`src/hw/pad_defs.svh`:
```
// Fixed by the 8-bit button layout and the 32-bit bus; pad and bit counts do not scale past one word
`ifndef PAD_DEFS_SVH
`define PAD_DEFS_SVH

// One tick every 2**PAD_DIV_BITS cycles of clk_50mhz
`define PAD_DIV_BITS 9

// Gamepads sharing latch and clock
`define PAD_COUNT 2

// Serial bits read from each pad per frame
`define PAD_BUTTONS 8

// Idle ticks after the last bit, so a frame is 32 ticks
`define PAD_GAP_TICKS 15

// Bus window
`define PAD_BASE_ADDR 32'h0200_0200
`define PAD_WIN_BITS 2

// Read response codes
`define RESP_OKAY 2'd0
`define RESP_DECERR 2'd3

`endif

```
`src/hw/pad_pkg.sv`:
```
// Button bit order follows the serial order of the pad; only the bus read channels are modelled
`default_nettype none

package pad_pkg;

	// One pad, pressed = 1, bit k is the k-th bit shifted in
	typedef struct packed {
		logic right;
		logic left;
		logic down;
		logic up;
		logic start;
		logic select;
		logic b;
		logic a;
	} pad_buttons_t;

	// Read address channel payload
	typedef struct packed {
		logic [31:0] addr;
	} axil_ar_t;

	// Read data channel payload
	typedef struct packed {
		logic [31:0] data;
		logic [1:0]  resp;
	} axil_r_t;

	// Frame sequencer, one step per tick
	typedef enum logic [1:0] {
		seq_latch,
		seq_sample,
		seq_clock,
		seq_gap
	} pad_seq_state_t;

endpackage

`default_nettype wire

```
`src/hw/pad_sequencer.sv`:
```
// Latch and clock are shared by all pads; first latch comes one tick after reset release
`default_nettype none
`timescale 1ns/1ps
`include "pad_defs.svh"

module pad_sequencer import pad_pkg::*; (
	input  logic       clk_50mhz,
	input  logic       resetn,
	output logic       pad_latch,
	output logic       pad_clk,
	output logic       sample,
	output logic [2:0] bit_idx,
	output logic       frame_done
);

	localparam int GAP_W = $clog2(`PAD_GAP_TICKS + 1);
	localparam logic [2:0] LAST_BIT = 3'(`PAD_BUTTONS - 1);
	localparam logic [GAP_W-1:0] LAST_GAP = GAP_W'(`PAD_GAP_TICKS - 1);

	logic [`PAD_DIV_BITS-1:0] div_cnt;
	logic                     tick;
	pad_seq_state_t           state;
	pad_seq_state_t           state_next;
	logic [2:0]               bit_cnt;
	logic [GAP_W-1:0]         gap_cnt;
	logic                     last_bit;
	logic                     last_gap;

	// Free-running divider
	always_ff @(posedge clk_50mhz) begin
		if (!resetn) begin
			div_cnt <= '0;
		end else begin
			div_cnt <= div_cnt + `PAD_DIV_BITS'(1);
		end
	end

	assign tick = &div_cnt;

	assign last_bit = (bit_cnt == LAST_BIT);
	assign last_gap = (gap_cnt == LAST_GAP);

	// Next step, taken only on a tick
	always_comb begin
		state_next = state;
		if (tick) begin
			case (state)
				seq_latch:  state_next = seq_sample;
				seq_sample: state_next = seq_clock;
				seq_clock:  state_next = last_bit ? seq_gap : seq_sample;
				seq_gap:    state_next = last_gap ? seq_latch : seq_gap;
			endcase
		end
	end

	// Pins come from flops so they never glitch
	always_ff @(posedge clk_50mhz) begin
		if (!resetn) begin
			state      <= seq_gap;
			pad_latch  <= 1'b0;
			pad_clk    <= 1'b0;
			sample     <= 1'b0;
			frame_done <= 1'b0;
		end else begin
			state      <= state_next;
			pad_latch  <= (state_next == seq_latch);
			pad_clk    <= (state_next == seq_clock);
			sample     <= tick && (state_next == seq_sample);
			frame_done <= tick && (state == seq_clock) && last_bit;
		end
	end

	// Bit and gap counters
	always_ff @(posedge clk_50mhz) begin
		if (!resetn) begin
			bit_cnt <= '0;
			// Start as if the gap just ended
			gap_cnt <= LAST_GAP;
		end else if (tick) begin
			case (state)
				seq_clock: begin
					bit_cnt <= last_bit ? 3'd0 : bit_cnt + 3'd1;
					gap_cnt <= '0;
				end
				seq_gap: begin
					gap_cnt <= gap_cnt + GAP_W'(1);
				end
				default: ;
			endcase
		end
	end

	// Counter holds during seq_sample, so it names the bit being read
	assign bit_idx = bit_cnt;

endmodule

`default_nettype wire

```
`src/hw/pad_shifter.sv`:
```
// Assumes pad_data settles within one tick of a latch or clock edge; data is active low
`default_nettype none
`timescale 1ns/1ps

module pad_shifter import pad_pkg::*; (
	input  logic         clk_50mhz,
	input  logic         resetn,
	input  logic         pad_data,
	input  logic         sample,
	input  logic [2:0]   bit_idx,
	input  logic         frame_done,
	output pad_buttons_t buttons
);

	logic         data_meta;
	logic         data_sync;
	pad_buttons_t work;

	// Pad line is asynchronous to clk_50mhz
	always_ff @(posedge clk_50mhz) begin
		data_meta <= pad_data;
		data_sync <= data_meta;
	end

	// Working word fills one bit per sample strobe
	always_ff @(posedge clk_50mhz) begin
		if (sample) begin
			work[bit_idx] <= ~data_sync;
		end
	end

	// Published only when the whole frame is in
	always_ff @(posedge clk_50mhz) begin
		if (!resetn) begin
			buttons <= '0;
		end else if (frame_done) begin
			buttons <= work;
		end
	end

endmodule

`default_nettype wire

```
`src/hw/pad_bus_port.sv`:
```
// Read channels only, one read in flight; addresses outside the 4-byte window get DECERR
`default_nettype none
`timescale 1ns/1ps
`include "pad_defs.svh"

module pad_bus_port import pad_pkg::*; (
	input  logic                          clk_50mhz,
	input  logic                          resetn,
	input  pad_buttons_t [`PAD_COUNT-1:0] buttons,
	input  axil_ar_t                      ar,
	input  logic                          ar_valid,
	output logic                          ar_ready,
	output axil_r_t                       r,
	output logic                          r_valid,
	input  logic                          r_ready
);

	localparam logic [31:0] BASE_ADDR = `PAD_BASE_ADDR;

	logic    ar_fire;
	logic    r_fire;
	logic    addr_hit;
	axil_r_t resp_next;

	// Pad p lands in byte p, upper bytes read as zero
	function automatic logic [31:0] pack_buttons(input pad_buttons_t [`PAD_COUNT-1:0] words);
		logic [31:0] data;
		data = '0;
		for (int p = 0; p < `PAD_COUNT; p++) begin
			data[p*`PAD_BUTTONS +: `PAD_BUTTONS] = words[p];
		end
		return data;
	endfunction

	// Low address bits only pick a byte inside the window
	assign addr_hit = (ar.addr[31:`PAD_WIN_BITS] == BASE_ADDR[31:`PAD_WIN_BITS]);

	// Accept a new read only when no response waits
	assign ar_ready = ~r_valid;
	assign ar_fire  = ar_valid && ar_ready;
	assign r_fire   = r_valid && r_ready;

	always_comb begin
		if (addr_hit) begin
			resp_next.data = pack_buttons(buttons);
			resp_next.resp = `RESP_OKAY;
		end else begin
			resp_next.data = '0;
			resp_next.resp = `RESP_DECERR;
		end
	end

	// Response handshake
	always_ff @(posedge clk_50mhz) begin
		if (!resetn) begin
			r_valid <= 1'b0;
		end else if (ar_fire) begin
			r_valid <= 1'b1;
		end else if (r_fire) begin
			r_valid <= 1'b0;
		end
	end

	// Captured once per read, so later button updates leave it alone
	always_ff @(posedge clk_50mhz) begin
		if (ar_fire) begin
			r <= resp_next;
		end
	end

endmodule

`default_nettype wire

```
`src/hw/pad_top.sv`:
```
// Pads share one latch and one clock pin; only the read side of the bus exists
`default_nettype none
`timescale 1ns/1ps
`include "pad_defs.svh"

module pad_top import pad_pkg::*; (
	input  logic                  clk_50mhz,
	input  logic                  resetn,
	output logic                  pad_latch,
	output logic                  pad_clk,
	input  logic [`PAD_COUNT-1:0] pad_data,
	input  axil_ar_t              ar,
	input  logic                  ar_valid,
	output logic                  ar_ready,
	output axil_r_t               r,
	output logic                  r_valid,
	input  logic                  r_ready
);

	logic                          sample;
	logic [2:0]                    bit_idx;
	logic                          frame_done;
	pad_buttons_t [`PAD_COUNT-1:0] buttons;

	pad_sequencer sequencer_i (
		.clk_50mhz  (clk_50mhz),
		.resetn     (resetn),
		.pad_latch  (pad_latch),
		.pad_clk    (pad_clk),
		.sample     (sample),
		.bit_idx    (bit_idx),
		.frame_done (frame_done)
	);

	// One shifter per pad, all on the same strobes
	generate
		for (genvar p = 0; p < `PAD_COUNT; p++) begin : g_pad
			pad_shifter shifter_i (
				.clk_50mhz  (clk_50mhz),
				.resetn     (resetn),
				.pad_data   (pad_data[p]),
				.sample     (sample),
				.bit_idx    (bit_idx),
				.frame_done (frame_done),
				.buttons    (buttons[p])
			);
		end
	endgenerate

	pad_bus_port bus_port_i (
		.clk_50mhz (clk_50mhz),
		.resetn    (resetn),
		.buttons   (buttons),
		.ar        (ar),
		.ar_valid  (ar_valid),
		.ar_ready  (ar_ready),
		.r         (r),
		.r_valid   (r_valid),
		.r_ready   (r_ready)
	);

endmodule

`default_nettype wire

```
`config.mk`:
```
export PLATFORM = sky130hd
export DESIGN_NAME = pad_top
export DESIGN_NICKNAME = d
export VERILOG_FILES = /design/src/hw/pad_pkg.sv /design/src/hw/pad_sequencer.sv /design/src/hw/pad_shifter.sv /design/src/hw/pad_bus_port.sv /design/src/hw/pad_top.sv
export VERILOG_INCLUDE_DIRS = /design/src /design/src/hw
export SDC_FILE = /design/constraint.sdc
export NUM_CORES = 1
export LEC_CHECK = 0
export BUFFER_PORTS_ARGS = -buffer_cell sky130_fd_sc_hd__buf_2
export CAP_MARGIN = 10
export CORE_MARGIN = 3
export CORE_UTILIZATION = 56
export DETAILED_ROUTE_END_ITERATION = 12
export HOLD_SLACK_MARGIN = 0.05
export PLACE_DENSITY = 0.86
export SLEW_MARGIN = 20
export SYNTH_ARGS = -nofsm -noshare
export SYNTH_HDL_FRONTEND = slang
export SYNTH_SLANG_ARGS = --single-unit
```
`constraint.sdc`:
```
create_clock -name clk_50mhz -period 2.95 [get_ports clk_50mhz]
set_clock_uncertainty 0.15 [all_clocks]
set_input_delay 0.295 -clock clk_50mhz [delete_from_list [all_inputs] [get_ports clk_50mhz]]
set_output_delay 0.295 -clock clk_50mhz [all_outputs]
set_load 0.02 [all_outputs]
```
# After elaboration in Yosys (flattened, before gate mapping)
# Cells that the tools add are included.
# classes
addsub	3
n_lt_le_gt_ge	2
n_eq_ne	8
n_mux	13
bitwise_logic	3
reduce_logical	13
# op_table
cell	n
30-bit by 24-bit equality test with 1-bit output (second input constant)	1
10-bit AND reduction	2
8-bit bitwise mux	2
9-bit by 1-bit adder with 9-bit output (second input constant)	1
9-bit AND reduction	1
2-bit two-way mux	4
2-bit case mux with 4 select lines	1
4-bit case mux with 2 select lines	1
2-bit equality test (second input constant)	3
1-bit logical AND	6
4-bit by 1-bit adder with 4-bit output (second input constant)	1
2-bit by 1-bit equality test with 1-bit output (second input constant)	2
4-bit equality test (second input constant)	1
2-bit logical NOT	2
3-bit by 4-bit < comparator with 1-bit output (second input constant)	1
2-bit nonzero test	2
3-bit by 1-bit adder with 3-bit output (second input constant)	1
1-bit demux with 3-bit select	1
3-bit equality test (second input constant)	1
3-bit by 1-bit greater-or-equal comparator with 1-bit output (second input constant)	1
1-bit two-way mux	3
3-bit two-way mux	1
1-bit inverter	3
# totals
ff_bits	93
input_bits	38
out_inout_bits	38
elab_cells	90

# Depth between registers and ports, before layout
# Gate-level depths: netlist (run 1).
# depth
ltp_word	6
ltp_mapped	8
ltp_nobuf	8

# By module
# A second synthesis (run 1) with hierarchy kept.
# hier_totals
hier_cells	299
area_unflattened_um2	3365.7
# by_module_without_submodules
module	instances	cells_per_inst	area_per_inst_um2	seq_area_each_um2
pad_shifter	2	49	644.4	440.4
pad_bus_port	1	90	1061.0	530.5
pad_sequencer	1	111	1016.0	440.4

# Least setup slack after synthesis (run 1)
# OpenSTA, ideal clock, no wires.
# synth_path
kind	flip-flop to flip-flop
from	register bus_port_i.r_valid
to	register bus_port_i.r[0] (netlist name)
arrival_time_ps	1213
required_ps	2408
slack_ps	1194
path_stages_with_launch	2
path_buffers	0
synth_period_minus_slack_ps	1756
cell_sequence	dfxtp_1 -> nor2b_1
# synth_via
elab_chain_cells	2
# synth_lines
element	line	source
start: declaration	pad_bus_port.sv:14	output logic r_valid,
start signal: assignment	pad_bus_port.sv:56	r_valid <= 1'b0;
start signal: assignment	pad_bus_port.sv:58	r_valid <= 1'b1;
start signal: assignment	pad_bus_port.sv:60	r_valid <= 1'b0;
1-bit inverter	pad_bus_port.sv:39	assign ar_ready = ~r_valid;
1-bit logical AND	pad_bus_port.sv:40	assign ar_fire = ar_valid && ar_ready;
named net bus_port_i.ar_fire	pad_bus_port.sv:20	logic ar_fire;
# The timed path passes the listed nets, and every way through them passes these cells.
# A chain may end at the register's enable or synchronous reset.

# Final worst setup path (run 1)
# layout_path
from	register sequencer_i.div_cnt[0]
to	register sequencer_i.pad_clk
# layout_via
elab_chain_cells	3
# layout_lines
element	line	source
start: declaration	pad_sequencer.sv:20	logic [`PAD_DIV_BITS-1:0] div_cnt;
start signal: assignment	pad_sequencer.sv:34	div_cnt <= div_cnt + `PAD_DIV_BITS'(1);
9-bit AND reduction	pad_sequencer.sv:38	assign tick = &div_cnt;
2-bit two-way mux	pad_sequencer.sv:46	if (tick) begin
2-bit equality test	pad_sequencer.sv:67	pad_clk <= (state_next == seq_clock);
end signal: assignment	pad_sequencer.sv:67	
end: declaration	pad_sequencer.sv:10	output logic pad_clk,
# Every way passes these cells.

==> impl_metrics.py, run 1 <==
metrics = {
    "synthesis": {
        "synth.distinct_cells": 34,
        "ys_seq_area_share_pct": 60.5,
        "synth.cell_area_um2": 3060,
        "synth_cells": 262,
        "ys_warn_count": 0,
        "avgSynthCellArea_um2": 11.7,
        "ys_ff_latch": 76,
    },
    "placement": {
        "gp_congestion": 0.748,
        "port_buffers": 57,
        "hpwl_um": 3520,
    },
    "sta": {
        "fmax_ghz": 0.540,
        "hold_ws_ns": 0.183,
        "drv_slew": 0,
        "period_needed_ns": 1.85,
        "worst_slew_pin_slew_ns": 0.916,
        "hold_violations": 0,
        "rsz0062_at_grt": "no",
        "fin_crit_sh_pct": 62.8,
        "slew_headroom_pct": 38.8,
        "setup_viol": 0,
        "tns_ns": 0,
    },
    "die": {
        "core_region_area_um2": 5200,
        "ios": 76,
        "die_x_um": 80.0,
        "fp.dieArea_um2": 6390,
        "die_h_um": 80.0,
        "rows": 26,
        "start_util_pct": 58.8,
    },
    "setup_path": {
        "startpoint_type": "flip-flop",
        "cp_max_fo": 7,
        "worstPathRequired_ns": 3.04,
        "crit_type": "flip-flop to flip-flop",
        "crit_arrival_ns": 1.94,
        "setup.worst_path.end_class": "flip-flop",
    },
    "clocking": {
        "postCtsResizedCells": 0,
        "post_cts_buffers": 0,
        "root_buffer": "clkbuf_8",
        "cts_hold_buf": 4,
        "clock_latency_ns": 0.34,
        "cts_max_level": 3,
        "cts_buffers": 9,
        "path_clk_slew_ns": 0.08,
        "cts_buffer_depth": 2,
        "cts_tree": "built",
        "cts_sinks": 76,
    },
    "route": {
        "post_drt_wl_per_cell_um": 12.2,
        "firstDrtPassIters": 4,
        "ant_nets": 0,
        "drc": 0,
        "vias": 1954,
        "drtIter0Drc": 56,
        "via_per_inst": 4.90,
        "wl_um": 4890,
    },
    "final_layout": {
        "diodes": 0,
        "layout-drive-gt1-share_pct": 23.1,
        "regArea_um2": 1850,
        "multi_input_area_um2": 1080,
        "area_delta_synth_final_pct": 16.7,
        "fill_cells": 391,
        "nNetsFinal": 368,
    },
    "grt": {
        "grt_overflow": 0,
        "grt_pass1_vias": 1842,
        "use_met1_pct": 16.9,
        "grt_first_pass_wirelength_um": 7890,
        "use_met2_pct": 30.3,
        "gr-usage-all-layers_pct": 16.4,
        "top_usage_layer": "met2",
        "grtUsageMet3_pct": 5.19,
        "grt_max_degree": 42,
        "antenna_found_initial": 0,
    },
    "power": {
        "p_leak_nw": 1.39,
        "irDropWorstVdd_uv": 408,
        "power_mw": 2.00,
        "power.density_nw_per_um2": 559,
    },
    "min_path": {
        "hold_class": "flip-flop to flip-flop",
    },
    "run": {
        "cap_viol_max_count": 0,
    },
    "status": {
        "status": "finished, final reports clean",
    },
}
critical path, stage by stage (launching register included):
cell and delay (ns):
dfxtp_1 0.39, ha_1 0.22, nand4_1 0.13, nor2b_1 0.16, ha_1 0.30, nor2_1 0.09
nand2_1 0.07, o21ai_0 0.07, and2_1 0.17
worst paths after layout:
kind / startpoint / end / slack (ns) / depth (start not counted)
setup / recovery: sequencer_i.div_cnt[0] / sequencer_i.pad_clk / 1.10 / 8
hold / removal: g_pad[0].shifter_i.data_meta / g_pad[0].shifter_i.data_sync / 0.18 / 0
setup reg to reg: sequencer_i.div_cnt[0] / sequencer_i.pad_clk / 1.10 / 8
hold reg to reg: g_pad[0].shifter_i.data_meta / g_pad[0].shifter_i.data_sync / 0.18 / 0
kinds of logic (layout without fill, tap and decap cells):
| family | after synthesis | in the layout | synth area share (%) |
|---|---|---|---|
| flip-flops | 76 | 76 | 60.5 |
| adder cells (fa/ha/maj) | 6 | 6 | 2.45 |
| multiplexers | 19 | 19 | 6.21 |
| AO/OA/AOI/OAI | 13 | 13 | 2.78 |
| AND/OR/NAND/NOR | 109 | 109 | 20.2 |
| buffers and inverters | 32 | 84 | 6.09 |
| XOR/XNOR | 6 | 6 | 1.72 |
| other | 1 | 16 | 0.122 |
stage by stage:
step | area [um2] | cells | util [%] | setup slack, ns
CTS | 3580 | 399 | 68.7 | 1.08
global route | 3580 | 399 | 68.7 | 0.886
finish | 3580 | 399 | 68.7 | 1.10
floorplan | 3120 | 277 | - | 1.19
global placement | 3340 | 379 | 64.1 | 0.957
detailed placement | 3340 | 379 | 64.1 | 0.844
layer usage:
metal | share of wire (%) | routed length (um)
met5 | 0 | 0
met4 | 1.3 | 65
met3 | 7.6 | 373
met2 | 52 | 2540
met1 | 39 | 1910
registers in the layout (all words and copies together) (netlist names):
register	cells
sequencer_i.gap_cnt	4
bus_port_i.r	17
sequencer_i.div_cnt	9
g_pad.shifter_i.data_meta	2
sequencer_i.sample	1
g_pad.shifter_i.buttons	16
bus_port_i.r_valid	1
g_pad.shifter_i.data_sync	2
sequencer_i.frame_done	1
sequencer_i.pad_latch	1
sequencer_i.state	2
sequencer_i.pad_clk	1
sequencer_i.bit_idx	3
g_pad.shifter_i.work	16
synthesized netlist by cell type, drive strengths merged:
cell type  instances  area, um2
xor2               2       17.5
or3                1       6.26
inv                6       22.5
clkbuf             7       26.3
and4               1       11.3
nor4b              2       17.5
nor4               5       31.3
edfxtp            33        991
nand2b             4       25.0
mux2i             19        190
nor3               3       15.0
o211a              1       10.0
buf               19        138
o31ai              1       7.51
o21ai              4       20.0
nand3b             1       7.51
a21boi             1       7.51
or4                1       7.51
xnor2              4       35.0
nor2              15       56.3
nand3              6       30.0
a21oi              3       15.0
and2              23        144
conb               1       3.75
o311ai             2       17.5
and3               1       6.26
nand2             17       63.8
nor2b             24        150
o21a               1       7.51
dfxtp             43        861
ha                 6       75.1
nand4              5       46.3
power by group:
part / switching [mW] / internal (mW) / total, mW / leakage, nW
clock network: 0.377 / 0.394 / 0.771 / 0.0958
registers: 0.00769 / 1.11 / 1.12 / 0.659
logic: 0.0657 / 0.0400 / 0.106 / 0.640
cell type report:
class,instances,area share [%]
Clock inverter,7,2.13
Multi-Input combinational cell,169,30.2
Timing Repair Buffer,62,9.31
Inverter,6,0.630
Sequential cell,76,51.8
Tap cell,70,2.45
Clock buffer,9,3.46
cells in the final DEF, fill, tap and decap left out:
cell           Yosys  layout
a21boi_0           1       1
a21oi_1            3       3
and2_1            23      23
and3_1             1       1
and4_4             1       1
buf_2              2      57
buf_4             17       1
bufinv_16          0       1
clkbuf_8           0       9
clkinv_2           0       1
clkinv_4           0       2
clkinvlp_4         0       2
conb_1             1      16
dfxtp_1           43      43
dlygate4sd3_1      0       4
edfxtp_1          33      33
ha_1               6       6
inv_1              6       6
inv_6              0       1
mux2i_1           19      19
nand2_1           17      17
nand2b_1           4       4
nand3_1            6       6
nand3b_1           1       1
nand4_1            4       4
nand4_4            1       1
nor2_1            15      15
nor2b_1           24      24
nor3_1             3       3
nor4_1             5       5
nor4b_1            2       2
o211a_1            1       1
o21a_1             1       1
o21ai_0            4       4
o311ai_0           2       2
o31ai_1            1       1
or3_1              1       1
or4_1              1       1
xnor2_1            4       4
xor2_1             2       2
Note: power is estimated with default switching activity, not from simulation.
==> run 2: changes to the inputs <==
- ABC_AREA: not set -> 1
- CORE_UTILIZATION: 56 -> 52
- PLACE_DENSITY: 0.86 -> 0.81
- clock period: 2.95 -> 1.8 ns (I/O delays scaled with it)
==> run 2 against run 1 <==
  * Register-to-register slack worse by 1.1 ns
  * Worst setup slack worse by 1.1 ns
  * Sequential power up 64%
  * Critical path type unchanged
  * Non-clock buffer count up 8
  * First-iteration DRC count up 3.6%
==> impl_metrics.py, run 2 <==
metrics = {
    "route": {
        "post_drt_wl_per_cell_um": 10.9,
        "vias": 2174,
        "drc": 0,
        "wl_met1_um": 2020,
        "wl_met3_um": 334,
        "firstDrtPassIters": 4,
        "wl_met2_um": 2710,
        "via_per_inst": 4.66,
        "drtIter0Drc": 58,
        "ant_nets": 0,
        "top_layer": "met4",
        "wl_um": 5100,
    },
    "synthesis": {
        "yosys-top-cells-count": "61 x nor2_1, 43 x dfxtp_1, 40 x inv_1",
        "avgSynthCellArea_um2": 9.52,
        "synth.cell_area_um2": 3030,
        "synthFlopType": "dfxtp_1",
        "async_flop_share_pct": 0,
        "synth.distinct_cells": 24,
        "synth_top_area_share_pct": 32.7,
        "synth_area_leaders": "edfxtp_1 33%, dfxtp_1 28%, nor2_1 7.6%",
        "synth_area_leader_cell": "edfxtp_1",
        "synth-edff-count": 33,
        "synth_cells": 318,
        "ys_warn_count": 0,
        "ys_ff_latch": 76,
        "synth.most_common_cell": "nor2_1",
        "ys_seq_area_share_pct": 61.2,
    },
    "clocking": {
        "cts_tree": "built",
        "cts_sinks": 76,
        "cts_buffers": 9,
        "clock_latency_ns": 0.34,
        "root_buffer": "clkbuf_8",
        "cts_max_level": 3,
        "path_clk_slew_ns": 0.07,
        "cts_buffer_depth": 2,
    },
    "placement": {
        "dpl-instance-area_um2": 3350,
        "gp_congestion": 0.818,
        "hpwl_um": 3700,
        "place_ws_ns": -0.0636,
        "port_buffers": 57,
    },
    "run": {
        "cap_viol_max_count": 0,
    },
    "grt": {
        "grt_first_pass_wirelength_um": 7980,
        "gr-usage-all-layers_pct": 15.7,
        "grt_pass1_vias": 1947,
        "grt_max_degree": 33,
        "antenna_found_initial": 0,
        "grt_overflow": 0,
    },
    "final_layout": {
        "reg_top3": "bus_port_i.r: 17 flops, g_pad.shifter_i.buttons: 16 flops, g_pad.shifter_i.work: 16 flops",
        "area_delta_synth_final_pct": 21.5,
        "final_area_um2": 3680,
        "top_register": "bus_port_i.r",
        "layout_commonest_cell": "nor2_1",
        "largest_reg_flops": 17,
        "nNetsFinal": 434,
        "final_cell_mix": "59 x nor2_1, 56 x buf_2, 41 x dfxtp_1",
        "diodes": 0,
        "layout-drive-gt1-share_pct": 24.6,
        "fill_cells": 430,
    },
    "power": {
        "irDropWorstVdd_uv": 463,
        "power.density_nw_per_um2": 892,
        "p_leak_nw": 1.49,
    },
    "setup_path": {
        "endpoint": "sequencer_i.sample",
        "rrSetupSlack_ns": 0.03,
        "crit_arrival_ns": 1.86,
        "setup.worst_path.end_class": "flip-flop",
        "startpoint_type": "flip-flop",
        "cp_max_fo": 5,
        "rr_endpoint": "sequencer_i.sample",
        "worstPathRequired_ns": 1.89,
        "rr_worst_depth": 10,
        "timing.rr.start": "sequencer_i.div_cnt[0]",
        "setup.worst_path.start": "sequencer_i.div_cnt[0]",
        "crit_type": "flip-flop to flip-flop",
    },
    "sta": {
        "drv_slew": 0,
        "rsz0062_at_grt": "yes",
        "fin_ws_ns": 0.0274,
        "setup_viol": 0,
        "slew_headroom_pct": 65.7,
        "period_needed_ns": 1.77,
        "hold_violations": 0,
        "fin_crit_sh_pct": 98.5,
        "worst_slew_pin_slew_ns": 0.514,
        "fmax_ghz": 0.564,
    },
    "die": {
        "die_h_um": 82.3,
        "start_util_pct": 54.3,
        "die_x_um": 82.3,
        "core_region_area_um2": 5570,
        "rows": 27,
        "fp.dieArea_um2": 6770,
        "ios": 76,
    },
    "min_path": {
        "min_path_cells": 0,
        "worstHoldStart": "g_pad[0].shifter_i.data_meta",
        "hold_class": "flip-flop to flip-flop",
    },
    "status": {
        "status": "finished, final reports clean",
    },
}
run 2: layout make-up:
type | count | area [um2] | area share (%)
Clock inverter | 5 | 51.3 | 1.40
Sequential cell | 76 | 1850 | 50.4
Inverter | 40 | 150 | 4.08
Tap cell | 72 | 90.1 | 2.45
Clock buffer | 11 | 141 | 3.84
Multi-Input combinational cell | 193 | 988 | 26.9
Timing Repair Buffer | 70 | 402 | 10.9
run 2: how the worst min path moves through the flow:
| stage | to | slack (ns) |
|---|---|---|
| global route | g_pad[0].shifter_i.data_sync | 0.19 |
| floorplan | g_pad[0].shifter_i.data_meta | 0.06 |
| global placement | g_pad[0].shifter_i.data_meta | 0.13 |
| CTS | g_pad[0].shifter_i.data_sync | 0.19 |
| finish | g_pad[0].shifter_i.data_sync | 0.18 |
| detailed placement | g_pad[0].shifter_i.data_meta | 0.13 |
run 2: worst max-delay path, cell delays in order, from the launching register on:
cell and delay [ns]:
dfxtp_2 0.36, ha_4 0.15, nand2_4 0.06, nor2_4 0.10, nand3_2 0.09, nor3_2 0.13
ha_2 0.25, nand2_2 0.08, a21oi_2 0.15, nand2b_1 0.12, nor2_1 0.04
run 2: stage by stage:
stage / power, mW / std cells / setup TNS (ns) / util [%] / hold slack (ns)
5_1_grt: 3.41 / 467 / -0.385 / 66.0 / 0.195
4_1_cts: 3.30 / 465 / 0 / 64.9 / 0.190
6_report: 3.28 / 467 / 0 / 66.0 / 0.184
3_5_place_dp: 2.06 / 443 / -0.147 / 60.1 / 0.134
2_1_floorplan: 2.01 / 333 / 0 / - / 0.0577
3_3_place_gp: 2.05 / 443 / 0 / 60.1 / 0.134
run 2: metal layers:
layer / vias to the layer above / track usage [%]
met4: 0 / 7.48
met1: 965 / 15.7
met5: - / 0
met3: 8 / 4.12
li1: 1147 / -
met2: 54 / 29.7
run 2: cells by family (layout without fill, tap and decap cells):
group	Yosys count	count (layout)	synth area share, %
and+or+nand+nor	116	116	16.5
other	1	16	0.124
adders and majority gates	6	6	2.48
xor gates and xnor gates	2	2	0.579
DFF	76	76	61.2
buffers and inverters	64	126	10.3
AOI/OAI and AO/OA	53	53	8.93
run 2: what timing repair did:
| action | in CTS | in global routing |
|---|---|---|
| resized for setup | 8 | 9 |
| hold endpoints to repair | 12 | 0 |
| buffers inserted | 1 | 2 |
| pin swaps | 1 | 4 |
| hold buffers | 5 | 0 |
| endpoints found under the setup margin | 4 | 6 |
run 2: report_power, final:
| part | total, mW | switching (mW) | internal, mW | leakage, nW |
|---|---|---|---|---|
| clock | 1.24 | 0.572 | 0.669 | 0.0967 |
| sequential | 1.84 | 0.0112 | 1.83 | 0.661 |
| combinational | 0.200 | 0.124 | 0.0757 | 0.728 |
| total | 3.28 | 0.708 | 2.57 | 1.49 |
